**src/design/debug_pkg.sv**
```systemverilog
// Protocol opcodes, engine states and bus widths of the UART debug engine.
// The host speaks little-endian 8-byte address and length fields; only
// the low ADDR_W and LEN_W bits of them reach the hardware.

package debug_pkg;

  //////////////////////////////////////////////////////////////////////
  // Protocol bytes
  //////////////////////////////////////////////////////////////////////

  typedef enum logic [7:0] {
    OP_EOT   = 8'h04,
    OP_ACK   = 8'h06,
    OP_READ  = 8'h11,
    OP_WRITE = 8'h12,
    OP_EXEC  = 8'h13
  } dbg_opcode_e;

  // Engine FSM
  typedef enum logic [3:0] {
    ST_IDLE,
    ST_ADDR,
    ST_LEN,
    ST_SEND_ACK,
    ST_WR_DATA,
    ST_BUS,
    ST_RD_SEND,
    ST_SEND_EOT,
    ST_EXEC
  } dbg_state_e;

  //////////////////////////////////////////////////////////////////////
  // Widths
  //////////////////////////////////////////////////////////////////////

  localparam int ADDR_W = 16;
  localparam int LEN_W = 16;

  // Bytes per address or length field on the wire
  localparam int FIELD_BYTES = 8;
  localparam int FIELD_CNT_W = $clog2(FIELD_BYTES);

  // Leading field bytes that are kept
  localparam int ADDR_BYTES = ADDR_W / 8;
  localparam int LEN_BYTES = LEN_W / 8;

  typedef logic [ADDR_W-1:0] wb_addr_t;
  typedef logic [LEN_W-1:0] xfer_len_t;

endpackage

```
**src/design/uart_pkg.sv**
```systemverilog
// Bit timing and frame constants for the UART side of the debug server.
// Shared by the 8N1 receiver, the transmitter and the testbench host model.
// Modules take it by a wildcard import in their header.

package uart_pkg;

  //////////////////////////////////////////////////////////////////////
  // Bit timing
  //////////////////////////////////////////////////////////////////////

  // Clock cycles per UART bit
  localparam int CLKS_PER_BIT = 16;

  // Data bits per frame, no parity
  localparam int DATA_BITS = 8;

  // Start bit, data bits and one stop bit
  localparam int FRAME_BITS = DATA_BITS + 2;

  // Counter widths for the bit timers
  // Receiver waits up to 1.5 bit times after the start edge
  localparam int CLK_CNT_W = $clog2(2 * CLKS_PER_BIT);
  localparam int BIT_CNT_W = $clog2(FRAME_BITS);

  //////////////////////////////////////////////////////////////////////
  // Types
  //////////////////////////////////////////////////////////////////////

  typedef logic [DATA_BITS-1:0] uart_byte_t;

endpackage

```
**src/design/debug_engine.sv**
```systemverilog
`timescale 1ns/1ps
// Debug command engine behind the UART. Parses ACK challenges and read,
// write and exec commands, moves data over a Wishbone classic master
// and answers through the transmitter's valid/ready input.

module debug_engine
  import uart_pkg::*;
  import debug_pkg::*;
(
  input  logic       clk,
  input  logic       arst_n_i,
  input  uart_byte_t rx_byte_i,
  input  logic       rx_valid_i,
  output uart_byte_t tx_byte_o,
  output logic       tx_valid_o,
  input  logic       tx_ready_i,
  output logic       wb_cyc_o,
  output logic       wb_stb_o,
  output logic       wb_we_o,
  output wb_addr_t   wb_adr_o,
  output uart_byte_t wb_dat_o,
  input  uart_byte_t wb_dat_i,
  input  logic       wb_ack_i,
  output logic       exec_valid_o,
  output wb_addr_t   exec_addr_o
);

  dbg_state_e             state;
  dbg_opcode_e            cmd;
  logic [FIELD_CNT_W-1:0] field_cnt;
  logic                   field_last;
  wb_addr_t               addr;
  xfer_len_t              remain;
  uart_byte_t             data_q;
  logic                   tx_fire;

  assign field_last = field_cnt == FIELD_CNT_W'(FIELD_BYTES - 1);
  assign tx_fire    = tx_valid_o & tx_ready_i;

  // Address counter serves both the bus and the exec request
  assign wb_adr_o     = addr;
  assign wb_dat_o     = data_q;
  assign exec_addr_o  = addr;
  assign exec_valid_o = state == ST_EXEC;

  //////////////////////////////////////////////////////////////////////
  // Response byte
  //////////////////////////////////////////////////////////////////////

  always_comb begin
    tx_valid_o = 1'b0;
    tx_byte_o  = data_q;
    case (state)
      ST_SEND_ACK: begin
        tx_valid_o = 1'b1;
        tx_byte_o  = OP_ACK;
      end
      ST_RD_SEND: begin
        tx_valid_o = 1'b1;
      end
      ST_SEND_EOT: begin
        tx_valid_o = 1'b1;
        tx_byte_o  = OP_EOT;
      end
      default: ;
    endcase
  end

  //////////////////////////////////////////////////////////////////////
  // FSM and bus control
  //////////////////////////////////////////////////////////////////////

  always_ff @(posedge clk or negedge arst_n_i) begin
    if (!arst_n_i) begin
      state     <= ST_IDLE;
      field_cnt <= '0;
      wb_cyc_o  <= 1'b0;
      wb_stb_o  <= 1'b0;
      wb_we_o   <= 1'b0;
    end else begin
      case (state)
        ST_IDLE: begin
          // Anything that is not an opcode is dropped here
          if (rx_valid_i) begin
            field_cnt <= '0;
            case (rx_byte_i)
              OP_ACK: state <= ST_SEND_ACK;
              OP_READ, OP_WRITE, OP_EXEC: state <= ST_ADDR;
              default: state <= ST_IDLE;
            endcase
          end
        end
        ST_ADDR, ST_LEN: begin
          if (rx_valid_i) begin
            field_cnt <= field_last ? '0 : field_cnt + 1'b1;
            if (field_last) begin
              // Exec carries no length field
              if (state == ST_LEN || cmd == OP_EXEC) begin
                state <= ST_SEND_ACK;
              end else begin
                state <= ST_LEN;
              end
            end
          end
        end
        ST_SEND_ACK: begin
          if (tx_fire) begin
            wb_we_o <= cmd == OP_WRITE;
            case (cmd)
              OP_READ: begin
                if (remain == '0) begin
                  state <= ST_SEND_EOT;
                end else begin
                  state    <= ST_BUS;
                  wb_cyc_o <= 1'b1;
                  wb_stb_o <= 1'b1;
                end
              end
              OP_WRITE: state <= (remain == '0) ? ST_SEND_EOT : ST_WR_DATA;
              OP_EXEC: state <= ST_EXEC;
              default: state <= ST_IDLE;
            endcase
          end
        end
        ST_WR_DATA: begin
          if (rx_valid_i) begin
            state    <= ST_BUS;
            wb_cyc_o <= 1'b1;
            wb_stb_o <= 1'b1;
          end
        end
        ST_BUS: begin
          // Single access, released in the cycle after its ack
          if (wb_ack_i) begin
            wb_cyc_o <= 1'b0;
            wb_stb_o <= 1'b0;
            if (!wb_we_o) begin
              state <= ST_RD_SEND;
            end else if (remain == xfer_len_t'(1)) begin
              state <= ST_SEND_EOT;
            end else begin
              state <= ST_WR_DATA;
            end
          end
        end
        ST_RD_SEND: begin
          // Count already holds the bytes left after this one
          if (tx_fire) begin
            if (remain == '0) begin
              state <= ST_SEND_EOT;
            end else begin
              state    <= ST_BUS;
              wb_cyc_o <= 1'b1;
              wb_stb_o <= 1'b1;
            end
          end
        end
        ST_SEND_EOT: begin
          if (tx_fire) begin
            state <= ST_IDLE;
          end
        end
        default: state <= ST_IDLE;
      endcase
    end
  end

  //////////////////////////////////////////////////////////////////////
  // Datapath
  //////////////////////////////////////////////////////////////////////

  always_ff @(posedge clk) begin
    case (state)
      ST_IDLE: begin
        if (rx_valid_i) begin
          cmd <= dbg_opcode_e'(rx_byte_i);
        end
      end
      ST_ADDR: begin
        // Little-endian with the upper field bytes ignored
        if (rx_valid_i && field_cnt < FIELD_CNT_W'(ADDR_BYTES)) begin
          addr <= {rx_byte_i, addr[ADDR_W-1:8]};
        end
      end
      ST_LEN: begin
        if (rx_valid_i && field_cnt < FIELD_CNT_W'(LEN_BYTES)) begin
          remain <= {rx_byte_i, remain[LEN_W-1:8]};
        end
      end
      ST_WR_DATA: begin
        if (rx_valid_i) begin
          data_q <= rx_byte_i;
        end
      end
      ST_BUS: begin
        if (wb_ack_i) begin
          addr   <= addr + 1'b1;
          remain <= remain - 1'b1;
          if (!wb_we_o) begin
            data_q <= wb_dat_i;
          end
        end
      end
      default: ;
    endcase
  end

  //////////////////////////////////////////////////////////////////////
  // Checks
  //////////////////////////////////////////////////////////////////////

  a_stb_in_cyc: assert property (@(posedge clk) disable iff (!arst_n_i)
    wb_stb_o |-> wb_cyc_o);

  // Request stays put until the slave acks it
  a_adr_hold: assert property (@(posedge clk) disable iff (!arst_n_i)
    wb_stb_o && !wb_ack_i |=> wb_stb_o && $stable(wb_adr_o));

  a_exec_pulse: assert property (@(posedge clk) disable iff (!arst_n_i)
    exec_valid_o |=> !exec_valid_o);

endmodule

```
**src/design/uart_debug_server.sv**
```systemverilog
`timescale 1ns/1ps
// Top level of the UART debug server. The host talks to it over one
// UART line pair; memory is reached through an 8-bit Wishbone master,
// and an exec command raises a one-cycle request with its entry address.

module uart_debug_server
  import uart_pkg::*;
  import debug_pkg::*;
(
  input  logic       clk,
  input  logic       arst_n_i,
  input  logic       uart_rx_i,
  output logic       uart_tx_o,
  output logic       wb_cyc_o,
  output logic       wb_stb_o,
  output logic       wb_we_o,
  output wb_addr_t   wb_adr_o,
  output uart_byte_t wb_dat_o,
  input  uart_byte_t wb_dat_i,
  input  logic       wb_ack_i,
  output logic       exec_valid_o,
  output wb_addr_t   exec_addr_o
);

  uart_byte_t rx_byte;
  logic       rx_valid;
  uart_byte_t tx_byte;
  logic       tx_valid;
  logic       tx_ready;

  // Host to server line
  uart_rx u_uart_rx (
    .clk        ( clk       ),
    .arst_n_i   ( arst_n_i  ),
    .rx_i       ( uart_rx_i ),
    .rx_byte_o  ( rx_byte   ),
    .rx_valid_o ( rx_valid  )
  );

  debug_engine u_debug_engine (
    .clk          ( clk          ),
    .arst_n_i     ( arst_n_i     ),
    .rx_byte_i    ( rx_byte      ),
    .rx_valid_i   ( rx_valid     ),
    .tx_byte_o    ( tx_byte      ),
    .tx_valid_o   ( tx_valid     ),
    .tx_ready_i   ( tx_ready     ),
    .wb_cyc_o     ( wb_cyc_o     ),
    .wb_stb_o     ( wb_stb_o     ),
    .wb_we_o      ( wb_we_o      ),
    .wb_adr_o     ( wb_adr_o     ),
    .wb_dat_o     ( wb_dat_o     ),
    .wb_dat_i     ( wb_dat_i     ),
    .wb_ack_i     ( wb_ack_i     ),
    .exec_valid_o ( exec_valid_o ),
    .exec_addr_o  ( exec_addr_o  )
  );

  // Server to host line
  uart_tx u_uart_tx (
    .clk        ( clk       ),
    .arst_n_i   ( arst_n_i  ),
    .tx_byte_i  ( tx_byte   ),
    .tx_valid_i ( tx_valid  ),
    .tx_ready_o ( tx_ready  ),
    .tx_o       ( uart_tx_o )
  );

endmodule

```
**src/design/uart_rx.sv**
```systemverilog
`timescale 1ns/1ps
// UART 8N1 receiver. Samples each data bit in its middle and strobes
// rx_valid_o for one cycle in the middle of a good stop bit.
// No back-pressure: the consumer must take the byte in that cycle.

module uart_rx import uart_pkg::*; (
  input  logic       clk,
  input  logic       arst_n_i,
  input  logic       rx_i,
  output uart_byte_t rx_byte_o,
  output logic       rx_valid_o
);

  logic                 rx_meta;
  logic                 rx_sync;
  logic                 rx_prev;
  logic                 busy;
  logic [CLK_CNT_W-1:0] clk_cnt;
  logic [BIT_CNT_W-1:0] bit_cnt;
  logic                 start_edge;
  logic                 sample;
  logic                 data_phase;
  uart_byte_t           shift_q;

  // Falling edge on the synchronized line while idle opens a frame
  assign start_edge = rx_prev & ~rx_sync;
  assign sample     = busy && (clk_cnt == '0);
  assign data_phase = bit_cnt < BIT_CNT_W'(DATA_BITS);

  // Two-flop synchronizer plus one delayed copy for edge detection
  always_ff @(posedge clk or negedge arst_n_i) begin
    if (!arst_n_i) begin
      rx_meta <= 1'b1;
      rx_sync <= 1'b1;
      rx_prev <= 1'b1;
    end else begin
      rx_meta <= rx_i;
      rx_sync <= rx_meta;
      rx_prev <= rx_sync;
    end
  end

  always_ff @(posedge clk or negedge arst_n_i) begin
    if (!arst_n_i) begin
      busy       <= 1'b0;
      clk_cnt    <= '0;
      bit_cnt    <= '0;
      rx_valid_o <= 1'b0;
    end else begin
      rx_valid_o <= 1'b0;
      if (!busy) begin
        if (start_edge) begin
          busy    <= 1'b1;
          bit_cnt <= '0;
          // First data sample 1.5 bit times after the edge
          clk_cnt <= CLK_CNT_W'(CLKS_PER_BIT + CLKS_PER_BIT / 2 - 1);
        end
      end else if (clk_cnt != '0) begin
        clk_cnt <= clk_cnt - 1'b1;
      end else if (data_phase) begin
        bit_cnt <= bit_cnt + 1'b1;
        clk_cnt <= CLK_CNT_W'(CLKS_PER_BIT - 1);
      end else begin
        // Middle of the stop bit, a low line means a framing error
        busy       <= 1'b0;
        rx_valid_o <= rx_sync;
      end
    end
  end

  // LSB arrives first
  always_ff @(posedge clk) begin
    if (sample && data_phase) begin
      shift_q <= {rx_sync, shift_q[DATA_BITS-1:1]};
    end
  end

  assign rx_byte_o = shift_q;

endmodule

```
**src/design/uart_tx.sv**
```systemverilog
`timescale 1ns/1ps
// UART 8N1 transmitter with a valid/ready byte input.
// A byte is taken when tx_valid_i and tx_ready_o are both high; the line
// then carries one frame and tx_ready_o stays low until it is done.

module uart_tx import uart_pkg::*; (
  input  logic       clk,
  input  logic       arst_n_i,
  input  uart_byte_t tx_byte_i,
  input  logic       tx_valid_i,
  output logic       tx_ready_o,
  output logic       tx_o
);

  logic                  busy;
  logic [CLK_CNT_W-1:0]  clk_cnt;
  logic [BIT_CNT_W-1:0]  bit_cnt;
  logic [FRAME_BITS-1:0] frame;

  assign tx_ready_o = ~busy;

  // Bit 0 of the frame register is the line, ones shift in behind it
  assign tx_o = frame[0];

  always_ff @(posedge clk or negedge arst_n_i) begin
    if (!arst_n_i) begin
      busy    <= 1'b0;
      clk_cnt <= '0;
      bit_cnt <= '0;
      frame   <= '1;
    end else if (!busy) begin
      if (tx_valid_i) begin
        busy    <= 1'b1;
        clk_cnt <= CLK_CNT_W'(CLKS_PER_BIT - 1);
        bit_cnt <= BIT_CNT_W'(FRAME_BITS - 1);
        // Stop bit, data LSB first, start bit
        frame   <= {1'b1, tx_byte_i, 1'b0};
      end
    end else if (clk_cnt != '0) begin
      clk_cnt <= clk_cnt - 1'b1;
    end else if (bit_cnt != '0) begin
      bit_cnt <= bit_cnt - 1'b1;
      clk_cnt <= CLK_CNT_W'(CLKS_PER_BIT - 1);
      frame   <= {1'b1, frame[FRAME_BITS-1:1]};
    end else begin
      // End of the stop bit
      busy <= 1'b0;
    end
  end

  //////////////////////////////////////////////////////////////////////
  // Checks
  //////////////////////////////////////////////////////////////////////

  // Sender must hold its offer while the frame is still going out
  a_byte_held: assert property (@(posedge clk) disable iff (!arst_n_i)
    tx_valid_i && !tx_ready_o |=> tx_valid_i && $stable(tx_byte_i));

endmodule

```
**config.mk**
```make
export PLATFORM = sky130hd
export DESIGN_NAME = uart_debug_server
export DESIGN_NICKNAME = d
export VERILOG_FILES = /design/src/design/debug_pkg.sv /design/src/design/uart_pkg.sv /design/src/design/debug_engine.sv /design/src/design/uart_debug_server.sv /design/src/design/uart_rx.sv /design/src/design/uart_tx.sv
export SDC_FILE = /design/constraint.sdc
export NUM_CORES = 1
export LEC_CHECK = 0
export ABC_AREA = 1
export BUFFER_PORTS_ARGS = -buffer_cell sky130_fd_sc_hd__buf_2
export CELL_PAD_IN_SITES_DETAIL_PLACEMENT = 2
export CELL_PAD_IN_SITES_GLOBAL_PLACEMENT = 2
export CORE_ASPECT_RATIO = 0.5
export CORE_MARGIN = 1.5
export CORE_UTILIZATION = 36
export CTS_BUF_LIST = sky130_fd_sc_hd__clkbuf_4
export DETAILED_ROUTE_END_ITERATION = 10
export PLACE_DENSITY = 0.9
export SLEW_MARGIN = 20
export SYNTH_ARGS = -nofsm -noshare
export SYNTH_HDL_FRONTEND = slang
export SYNTH_HIERARCHICAL = 1
export SYNTH_SLANG_ARGS = --single-unit
```
**constraint.sdc**
```tcl
create_clock -name clk -period 3.46 [get_ports clk]
set_input_delay 0.519 -clock clk [delete_from_list [all_inputs] [get_ports clk]]
set_output_delay 0.519 -clock clk [all_outputs]
set_load 0.005 [all_outputs]
```
==> flow_metrics.env, run 1 <==
export IMPL_synth_top_area_share_pct=30.1
export IMPL_synth_cells=702
export IMPL_wl_per_cell_um=19.8
export IMPL_maxCapViolCount=0
export IMPL_antennaDiodeCount=0
export IMPL_maxSlewHeadroom_pct=46.2
export IMPL_startpoint_type="flop"
export IMPL_crit_slowest_cell="dfrtp_1"
export IMPL_ys_types=40
export IMPL_peakVddDrop_mv=0.152
export IMPL_hold_viol=0
export IMPL_final_nets=767
export IMPL_synth_fa_ha_area_share_pct=2.24
export IMPL_async_flop_share_pct=42.9
export IMPL_p_leak_uw=0.00291
export IMPL_clockBufferDepth=2
export IMPL_nFillCells=1742
export IMPL_synth_xor_area_share_pct=1.88
export IMPL_holdCritPathClass="input port to flop"
export IMPL_viasPerCell=5.15
export IMPL_power_density_nw_per_um2=388
export IMPL_postLayoutCoreUtil_pct=41.3
export IMPL_criticalPathCategory="flop to output pin"
export IMPL_overflow=0
export IMPL_syn_nets=724
export IMPL_worst_skew_pair_late_latency_ps=500
export IMPL_path_clk_slew_ps=190
export IMPL_run_status="completed"
export IMPL_synth_mux_area_share_pct=0
export IMPL_tns_ps=0
export IMPL_crit_fanout=5
export IMPL_cts_setup_buffers=0
export IMPL_start_util_pct=37.8
export IMPL_drt_pass1_iterations=4
export IMPL_antenna_found_initial=0
export IMPL_portBuffers=56
export IMPL_cts_sinks=98
export IMPL_coreArea_um2=14800
export IMPL_rsz0062_at_grt="false"
export IMPL_synth_compound_area_share_pct=5.19
export IMPL_fin_total_pwr_uw=2370
export IMPL_cp_top_family="simple AND/OR/NAND/NOR gates"
export IMPL_ys_warn_count=6
export IMPL_drt_iter0_markers=322
export IMPL_die_y_um=91.1
export IMPL_htreeDepth=3
export IMPL_layout_cells_non_filler=948
export IMPL_max_stage_delay_ps=530
export IMPL_cp_end_kind="output pin"
export IMPL_root_buffer="clkbuf_4"
export IMPL_dieWidth_um=179
export IMPL_multi_input_area_um2=2320
export IMPL_crit_chain="nor2_1, inv_1, nor3_1, buf_2"
export IMPL_vias=4885
export IMPL_setup_violations=0
export IMPL_drive_above_1_share_pct=16.4
export IMPL_r2r_start="u_debug_engine/state[1]"
export IMPL_placed_cells=931
export IMPL_synth_seq_cells=98
export IMPL_ys_seq_area_share_pct=49.1
export IMPL_synthFlopType="edfxtp_1"
export IMPL_required_ps=2940
export IMPL_cp_data_arrival_time_ps=1960
export IMPL_synth_top_family_by_area="simple AND/OR/NAND/NOR gates"
export IMPL_worstHoldStart="uart_rx_i"
export IMPL_min_path_cells=1
export IMPL_synthSimpleGateAreaFrac_pct=31.8
export IMPL_regArea_um2=2750
export IMPL_finalWirelength_um=18800
export IMPL_drtAntennaViolNets=0
export IMPL_track_usage_pct=24.5
export IMPL_rr_worst_depth=6
export IMPL_rows=31
export IMPL_netlist_top_cells_area="edfxtp_1 (30%), nand2_1 (16%), dfrtp_1 (13%)"
export IMPL_grt_pass1_wl_um=30400
export IMPL_netlist_area_um2=5590
export IMPL_synth_edf_count=56
export IMPL_dpl_hpwl_um=13400
export IMPL_hold_end="u_uart_rx/rx_meta"
export IMPL_fin_crit_sh_pct=71.5
export IMPL_path_buf_inv=2
export IMPL_area_delta_synth_final_pct=9.28
export IMPL_grt_max_degree=43
export IMPL_r2r_slack_ps=1110
export IMPL_maxSlewViolCount=0
export IMPL_first_global_vias=5456
export IMPL_finalWeightedCongestion=0.785
export IMPL_tightest_slew_ps=803
export IMPL_cp_num_cells=4
export IMPL_fmax_mhz=404
export IMPL_tritoncts="built"
export IMPL_die_area_um2=16300
export IMPL_worst_r2r_endpoint="u_debug_engine/wb_dat_o[4]"
export IMPL_fin_skew_ps=37.2
export IMPL_cts_buffers_inserted=9
export IMPL_drc=0
export IMPL_synth_largest_area_cell="edfxtp_1"
export IMPL_postSynthAreaPerCell_um2=7.97
export IMPL_period_needed_ps=2480
export IMPL_pin_count=57
-- per-stage QoR --
stage / area, um2 / hold WS [ps] / worst slack (ps)
after floorplan: 5590 / 223 / 943
after global placement: 5950 / 349 / 1340
after detailed placement: 5950 / 350 / 1120
after CTS: 6100 / 62.3 / 982
after global routing: 6110 / 42.0 / 882
final: 6110 / 91.5 / 985
-- power breakdown --
group	switching [uW]	total (uW)	internal, uW
logic	214	318	104
clock network	490	665	175
registers	71.4	1390	1320
-- flip-flops by register name (all words and copies together) (netlist names), 4 cells and up --
| register | cells |
|---|---|
| u_uart_rx/bit_cnt | 4 |
| u_debug_engine/wb_dat_o | 8 |
| u_uart_rx/clk_cnt | 5 |
| u_debug_engine/exec_addr_o | 16 |
| u_debug_engine/state | 4 |
| u_uart_tx/frame | 9 |
| u_uart_tx/bit_cnt | 4 |
| u_uart_rx/rx_byte_o | 8 |
| u_debug_engine/cmd | 8 |
| u_uart_tx/clk_cnt | 5 |
| u_debug_engine/remain | 16 |
-- routing by layer --
metal / global-route usage [%] / share of wire, %
met1: 31.7 / 46
met2: 41.5 / 49
met3: 4.06 / 2.7
met4: 7.99 / 1.8
met5: 0 / 0
-- worst register-to-register path, stage by stage, from the launching register on --
cell	delay, ps
dfrtp_1	510
inv_1	140
nand2_2	90
nor2_4	90
buf_4	370
nand2_1	150
a21oi_1	610
-- logic make-up after synthesis --
| logic type | Yosys count |
|---|---|
| DFF | 98 |
| buffers and inverters | 119 |
| AOI/OAI and AO/OA | 54 |
| xor gates and xnor gates | 12 |
| adders and majority gates | 10 |
| and+or+nand+nor | 409 |
-- cells in the mapped netlist, drive strengths merged, types with 6 or more instances --
| library cell | instances |
|---|---|
| a21oi | 8 |
| buf | 28 |
| dfrtp | 30 |
| dfstp | 12 |
| edfxtp | 56 |
| ha | 10 |
| inv | 90 |
| nand2 | 249 |
| nand3 | 57 |
| nor2 | 83 |
| o21ai | 39 |
| or2 | 6 |
| xnor2 | 6 |
| xor2 | 6 |
-- how the worst max path moves through the flow --
stage                            startpoint                          to  slack, ps
global route        u_debug_engine/state[0]                exec_valid_o        880
detailed placement  u_debug_engine/state[0]       u_debug_engine/cmd[5]       1120
global placement    u_debug_engine/state[3]  u_debug_engine/wb_dat_o[3]       1340
floorplan           u_debug_engine/state[1]    u_debug_engine/remain[0]        940
CTS                 u_debug_engine/state[0]                exec_valid_o        980
finish              u_debug_engine/state[0]                exec_valid_o        980
-- area by class of cell --
class                      count  area share [%]
multi-input combinational    485            37.9
clock buffer                   9            1.11
sequential                    98            44.9
inverter                      90            5.53
timing repair buffer          61            5.28
tap                          198            4.05
clock inverter                 7            1.21
-- placed cells by master (no fill, tap or decap), types with 4 or more instances in the layout --
cell type and instances:
inv_2 6, nor3_1 4, buf_2 55, inv_1 84, nand2_2 6, dfrtp_1 30
dfstp_2 12, buf_4 5, nor2_1 74, nand2_1 242, clkbuf_4 9, a21oi_1 8
edfxtp_1 56, o21ai_0 36, ha_1 10, xor2_1 6, nor2_4 8, xnor2_1 6
nand3_1 55, or2_2 4
-- what timing repair did --
| action | 4_1_cts | 5_1_grt |
|---|---|---|
| hold buffers | 0 | 1 |
| gates resized for setup | 0 | 0 |
| setup endpoints to repair | 0 | 0 |
| endpoints found under the hold margin | 0 | 8 |
Note: power is estimated with default switching activity, not from simulation.
==> run 2: changes to the inputs <==
clock period = 2.36 ns   (was 3.46 ns; I/O delays follow)
==> run 2 against run 1 <==
First-iteration DRC count fell by 17%; clock-buffer cell count rose by 2; clock power rose by 45%; power rose by 46%; routed wire length fell by 1.9%; flip-flop and latch count did not move; sequential power rose by 46%; die area did not move; clock skew fell by 13 ps; final area rose by 0.63%; utilization rose by 0.26 points; register-to-register slack got worse by 690 ps; critical endpoint unchanged.
==> flow_metrics.env, run 2 (synthesized netlist as in run 1, its figures left out) <==
export IMPL_power_density_nw_per_um2=561
export IMPL_maxSlewViolCount=0
export IMPL_crit_fanout=7
export IMPL_startpoint_type="flop"
export IMPL_final_cell_mix="nand2_1 (242), inv_1 (84), nor2_1 (74)"
export IMPL_rows=31
export IMPL_required_ps=2010
export IMPL_combinationalPowerShare_pct=13.1
export IMPL_worst_r2r_endpoint="u_debug_engine/exec_addr_o[14]"
export IMPL_drtAntennaViolNets=0
export IMPL_antenna_found_initial=1
export IMPL_gr_usage_met3_pct=4.31
export IMPL_path_clk_slew_ps=170
export IMPL_r2r_start="u_debug_engine/exec_addr_o[0]"
export IMPL_cts_buffers_inserted=9
export IMPL_root_buffer="clkbuf_4"
export IMPL_cts_sinks=98
export IMPL_fin_crit_sh_pct=95.3
export IMPL_dieWidth_um=179
export IMPL_period_needed_ps=2250
export IMPL_pwr_share_seq_pct=58.9
export IMPL_finalWeightedCongestion=0.817
export IMPL_final_nets=773
export IMPL_pin_count=57
export IMPL_vias=4902
export IMPL_rsz0062_at_grt="false"
export IMPL_layout_commonest_cell="nand2_1"
export IMPL_nFillCells=1764
export IMPL_multi_input_area_um2=2310
export IMPL_track_usage_pct=24.0
export IMPL_maxCapViolCount=0
export IMPL_holdCritPathClass="input port to flop"
export IMPL_drt_iter0_markers=266
export IMPL_first_global_vias=5428
export IMPL_p_int_uw=2430
export IMPL_cp_data_arrival_time_ps=1890
export IMPL_worstSetupEndpoint="exec_valid_o"
export IMPL_clkPwrFrac_pct=28.0
export IMPL_criticalPathCategory="flop to output pin"
export IMPL_hold_viol=0
export IMPL_run_status="completed"
export IMPL_grt_max_degree=43
export IMPL_die_area_um2=16300
export IMPL_switching_share_pct=29.5
export IMPL_start_util_pct=37.8
export IMPL_grt_pass1_wl_um=29900
export IMPL_viasPerCell=5.13
export IMPL_top_usage_layer="met2"
export IMPL_dpl_hpwl_um=13800
export IMPL_maxSlewHeadroom_pct=60.1
export IMPL_rr_worst_depth=10
export IMPL_tns_ps=0
export IMPL_grt_use_met1_pct=30.0
export IMPL_regArea_um2=2750
export IMPL_place_ws_ps=478
export IMPL_cp_end_kind="output pin"
export IMPL_wl_per_cell_um=19.3
export IMPL_grtUsageMet2_pct=42.0
export IMPL_drive_above_1_share_pct=16.5
export IMPL_switching_power_uw=1020
export IMPL_tritoncts="built"
export IMPL_drc=0
export IMPL_fmax_mhz=445
export IMPL_finalWirelength_um=18400
export IMPL_setup_violations=0
export IMPL_die_y_um=91.1
export IMPL_coreArea_um2=14800
export IMPL_worst_skew_pair_late_latency_ps=480
export IMPL_tightest_slew_ps=598
export IMPL_area_delta_synth_final_pct=9.98
export IMPL_r2r_slack_ps=420
export IMPL_crit_start="u_debug_engine/state[1]"
export IMPL_portBuffers=56
export IMPL_overflow=0
export IMPL_clockBufferDepth=2
export IMPL_peakVddDrop_mv=0.187
export IMPL_drt_pass1_iterations=4
export IMPL_p_leak_uw=0.00293
export IMPL_finalWorstSetupSlack_ps=111
export IMPL_htreeDepth=3
export IMPL_fin_skew_ps=24.0
[run 2: cell count changes in the layout (fill, tap and decap cells not counted), moves of 2 or more]
cell | before | now
buf_4 | 5 | 9
clkbuf_4 | 9 | 11
clkinv_1 | 0 | 2
inv_8 | 3 | 0
[run 2: power by group through the flow]
stage	Clock [uW]	Combinational (uW)	Sequential, uW
global placement	0	402	2050
global route	1060	516	2050
detailed placement	0	453	2070
CTS	998	460	2030
finish	967	452	2030
floorplan	0	312	2030
[run 2: per-stage QoR]
step | cell area (um2) | power [uW] | instances | utilization (%) | hold slack, ps
global placement | 5990 | 2460 | 936 | 40.4 | 347
CTS | 6150 | 3490 | 954 | 41.5 | 138
global route | 6150 | 3620 | 954 | 41.5 | 155
finish | 6150 | 3450 | 955 | 41.5 | 162
floorplan | 5600 | 2340 | 702 | - | 58.4
detailed placement | 5990 | 2520 | 936 | 40.4 | 350
[run 2: per-layer routing]
metal / routed length (um) / share of wire [%]
met5: 0 / 0
met4: 363 / 2.0
met3: 540 / 2.9
met2: 9240 / 50
met1: 8270 / 45
[run 2: what timing repair did]
| action | in CTS | in global routing |
|---|---|---|
| setup endpoints to repair | 0 | 0 |
| resized for setup | 0 | 0 |
| hold endpoints to repair | 31 | 0 |
| buffers inserted | 0 | 0 |
| hold buffers | 2 | 0 |
[run 2: cell type report]
class                   instances  share of cell area [%]
diodes                          1                  0.0407
clock buffers                  11                    1.34
clock inverters                 5                   0.895
inverters                      90                    5.49
multi-input cells             485                    37.6
flip-flops and latches         98                    44.7
well taps                     198                    4.03
repair buffers                 67                    5.98
[run 2: worst min-delay path by stage]
stage	from	to	slack [ps]	cells past startpoint
2_1_floorplan	arst_n_i	u_debug_engine/field_cnt[0]	60	0
3_3_place_gp	u_uart_rx/rx_meta	u_uart_rx/rx_sync	350	0
3_5_place_dp	u_uart_rx/rx_meta	u_uart_rx/rx_sync	350	0
4_1_cts	wb_dat_i[7]	u_debug_engine/wb_dat_o[7]	140	3
5_1_grt	wb_dat_i[7]	u_debug_engine/wb_dat_o[7]	160	3
6_report	wb_dat_i[7]	u_debug_engine/wb_dat_o[7]	160	3
[run 2: critical path: stages, from the launching register on]
cell and delay, ps:
dfrtp_1 520, nor2_1 370, inv_1 170, nor3_1 200, buf_2 160
==> run 3: changes to the inputs <==
CORE_UTILIZATION = 39   (was 36)
PLACE_DENSITY = 0.95   (was 0.9)
clock period = 2.6 ns   (was 2.36 ns; I/O delays follow)
==> run 3 against run 2 <==
Cell count down 0.73%; final area barely moved; die area is 7.5% lower; combinational power down 1%; critical path depth did not move; worst setup slack gained 250 ps; largest cell class unchanged; global-route usage up 3.9 points; via count up 2.7%; clock skew hardly changed; largest power group unchanged.
==> flow_metrics.env, run 3 (synthesized netlist as in run 1, its figures left out) <==
export IMPL_run_status="completed"
export IMPL_r2r_slack_ps=380
export IMPL_wl_per_cell_um=20.9
export IMPL_crit_fanout=5
export IMPL_worst_skew_pair_late_latency_ps=490
export IMPL_tns_ps=0
export IMPL_coreArea_um2=13800
export IMPL_maxSlewViolCount=0
export IMPL_rows=30
export IMPL_fin_area_um2=6160
export IMPL_rsz0062_at_grt="false"
export IMPL_period_needed_ps=2240
export IMPL_cp_end_kind="output pin"
export IMPL_placed_area_um2=5980
export IMPL_drtAntennaViolNets=0
export IMPL_grt_max_degree=34
export IMPL_clockBufferDepth=2
export IMPL_fmax_mhz=447
export IMPL_layout_commonest_cell="nand2_1"
export IMPL_cp_top_family="simple AND/OR/NAND/NOR gates"
export IMPL_p_leak_uw=0.00294
export IMPL_layout_cells_non_filler=948
export IMPL_drt_pass1_iterations=5
export IMPL_startpoint_type="flop"
export IMPL_max_stage_delay_ps=510
export IMPL_holdCritPathClass="input port to flop"
export IMPL_pin_count=57
export IMPL_placed_cells=930
export IMPL_drc=0
export IMPL_die_area_um2=15100
export IMPL_maxSlewHeadroom_pct=60.7
export IMPL_finalWeightedCongestion=0.794
export IMPL_maxCapViolCount=0
export IMPL_fin_skew_ps=23.5
export IMPL_cts_buffers_inserted=9
export IMPL_drt_iter0_markers=272
export IMPL_path_clk_slew_ps=170
export IMPL_drive_above_1_share_pct=16.8
export IMPL_crit_chain="nor2_1, inv_1, nor3_1, buf_2"
export IMPL_cts_setup_buffers=0
export IMPL_track_usage_pct=27.9
export IMPL_viasPerCell=5.31
export IMPL_required_ps=2210
export IMPL_antenna_found_initial=0
export IMPL_antennaDiodeCount=0
export IMPL_grt_pass1_wl_um=31500
export IMPL_vias=5035
export IMPL_area_delta_synth_final_pct=10.0
export IMPL_final_nets=773
export IMPL_dieWidth_um=172
export IMPL_dpl_hpwl_um=15100
export IMPL_fin_worst_hold_slack_ps=202
export IMPL_cts_sinks=98
export IMPL_hold_viol=0
export IMPL_criticalPathCategory="flop to output pin"
export IMPL_nFillCells=1610
export IMPL_fin_crit_sh_pct=86.1
export IMPL_die_y_um=87.7
export IMPL_root_buffer="clkbuf_4"
export IMPL_worstHoldStart="wb_dat_i[5]"
export IMPL_finalWirelength_um=19800
export IMPL_setup_violations=0
export IMPL_crit_slowest_cell="dfrtp_1"
export IMPL_crit_start="u_debug_engine/state[0]"
export IMPL_tritoncts="built"
export IMPL_htreeDepth=3
export IMPL_r2r_start="u_debug_engine/state[1]"
export IMPL_tightest_slew_ps=590
export IMPL_power_density_nw_per_um2=523
export IMPL_cp_data_arrival_time_ps=1850
export IMPL_portBuffers=56
export IMPL_path_buf_inv=2
export IMPL_start_util_pct=40.6
export IMPL_final_cell_mix="nand2_1 (242), inv_1 (84), nor2_1 (74)"
export IMPL_overflow=0
export IMPL_peakVddDrop_mv=0.269
export IMPL_first_global_vias=5455
-- run 3: cell types whose count changed in the layout (fill, tap and decap cells not counted) --
cell	change
clkbuf_4	-2
clkinvlp_4	+1
clkinv_1	-2
diode_2	-1
inv_6	+2
inv_8	+1
-- run 3: final cells by class --
type	count	area (um2)	share of cell area, %
clock buffer	9	67.6	1.10
timing repair buffer	67	368	5.98
sequential	98	2750	44.6
clock inverter	7	83.8	1.36
multi-input combinational	485	2310	37.5
inverter	90	338	5.49
tap	192	240	3.90
-- run 3: report_power, final --
group / total, uW / switching (uW) / internal, uW / leakage [uW]
clock network: 924 / 612 / 312 / 0.0000794
logic: 447 / 307 / 140 / 0.00183
registers: 1850 / 97.0 / 1750 / 0.00103
-- run 3: through the flow --
| step | total power (uW) | setup slack, ps | util, % |
|---|---|---|---|
| 2_1_floorplan | 2130 | 82.9 | - |
| 5_1_grt | 3350 | 229 | 44.7 |
| 3_5_place_dp | 2310 | 458 | 43.4 |
| 6_report | 3220 | 362 | 44.7 |
| 3_3_place_gp | 2230 | 771 | 43.4 |
| 4_1_cts | 3240 | 389 | 44.7 |
-- run 3: worst register-to-register path, cell delays in order, from the launching register on --
cell	delay, ps
dfrtp_1	510
inv_1	160
nand2_2	120
nor2_4	320
nand2_1	140
a21oi_1	460
buf_4	250
-- run 3: repair_timing --
| item | 4_1_cts | 5_1_grt |
|---|---|---|
| hold endpoints to repair | 18 | 0 |
| hold buffers | 2 | 0 |
| resized for setup | 0 | 0 |
-- run 3: worst paths after layout --
path                                                    to  cells past startpoint
worst max-delay path                          exec_valid_o                      4
worst min register to register           u_uart_rx/rx_sync                      0
min in group asynchronous             u_uart_tx/clk_cnt[1]                      2
max in group asynchronous                u_uart_rx/rx_prev                      3
worst min-delay path            u_debug_engine/wb_dat_o[5]                      3
worst max register to register  u_debug_engine/wb_dat_o[3]                      6
-- run 3: per-layer routing --
layer,vias to the layer above,wire [um],track usage (%)
li1,2313,-,-
met1,2587,8830,35.0
met2,106,10100,50.8
met3,29,570,4.29
met4,0,312,7.51
met5,-,0,0
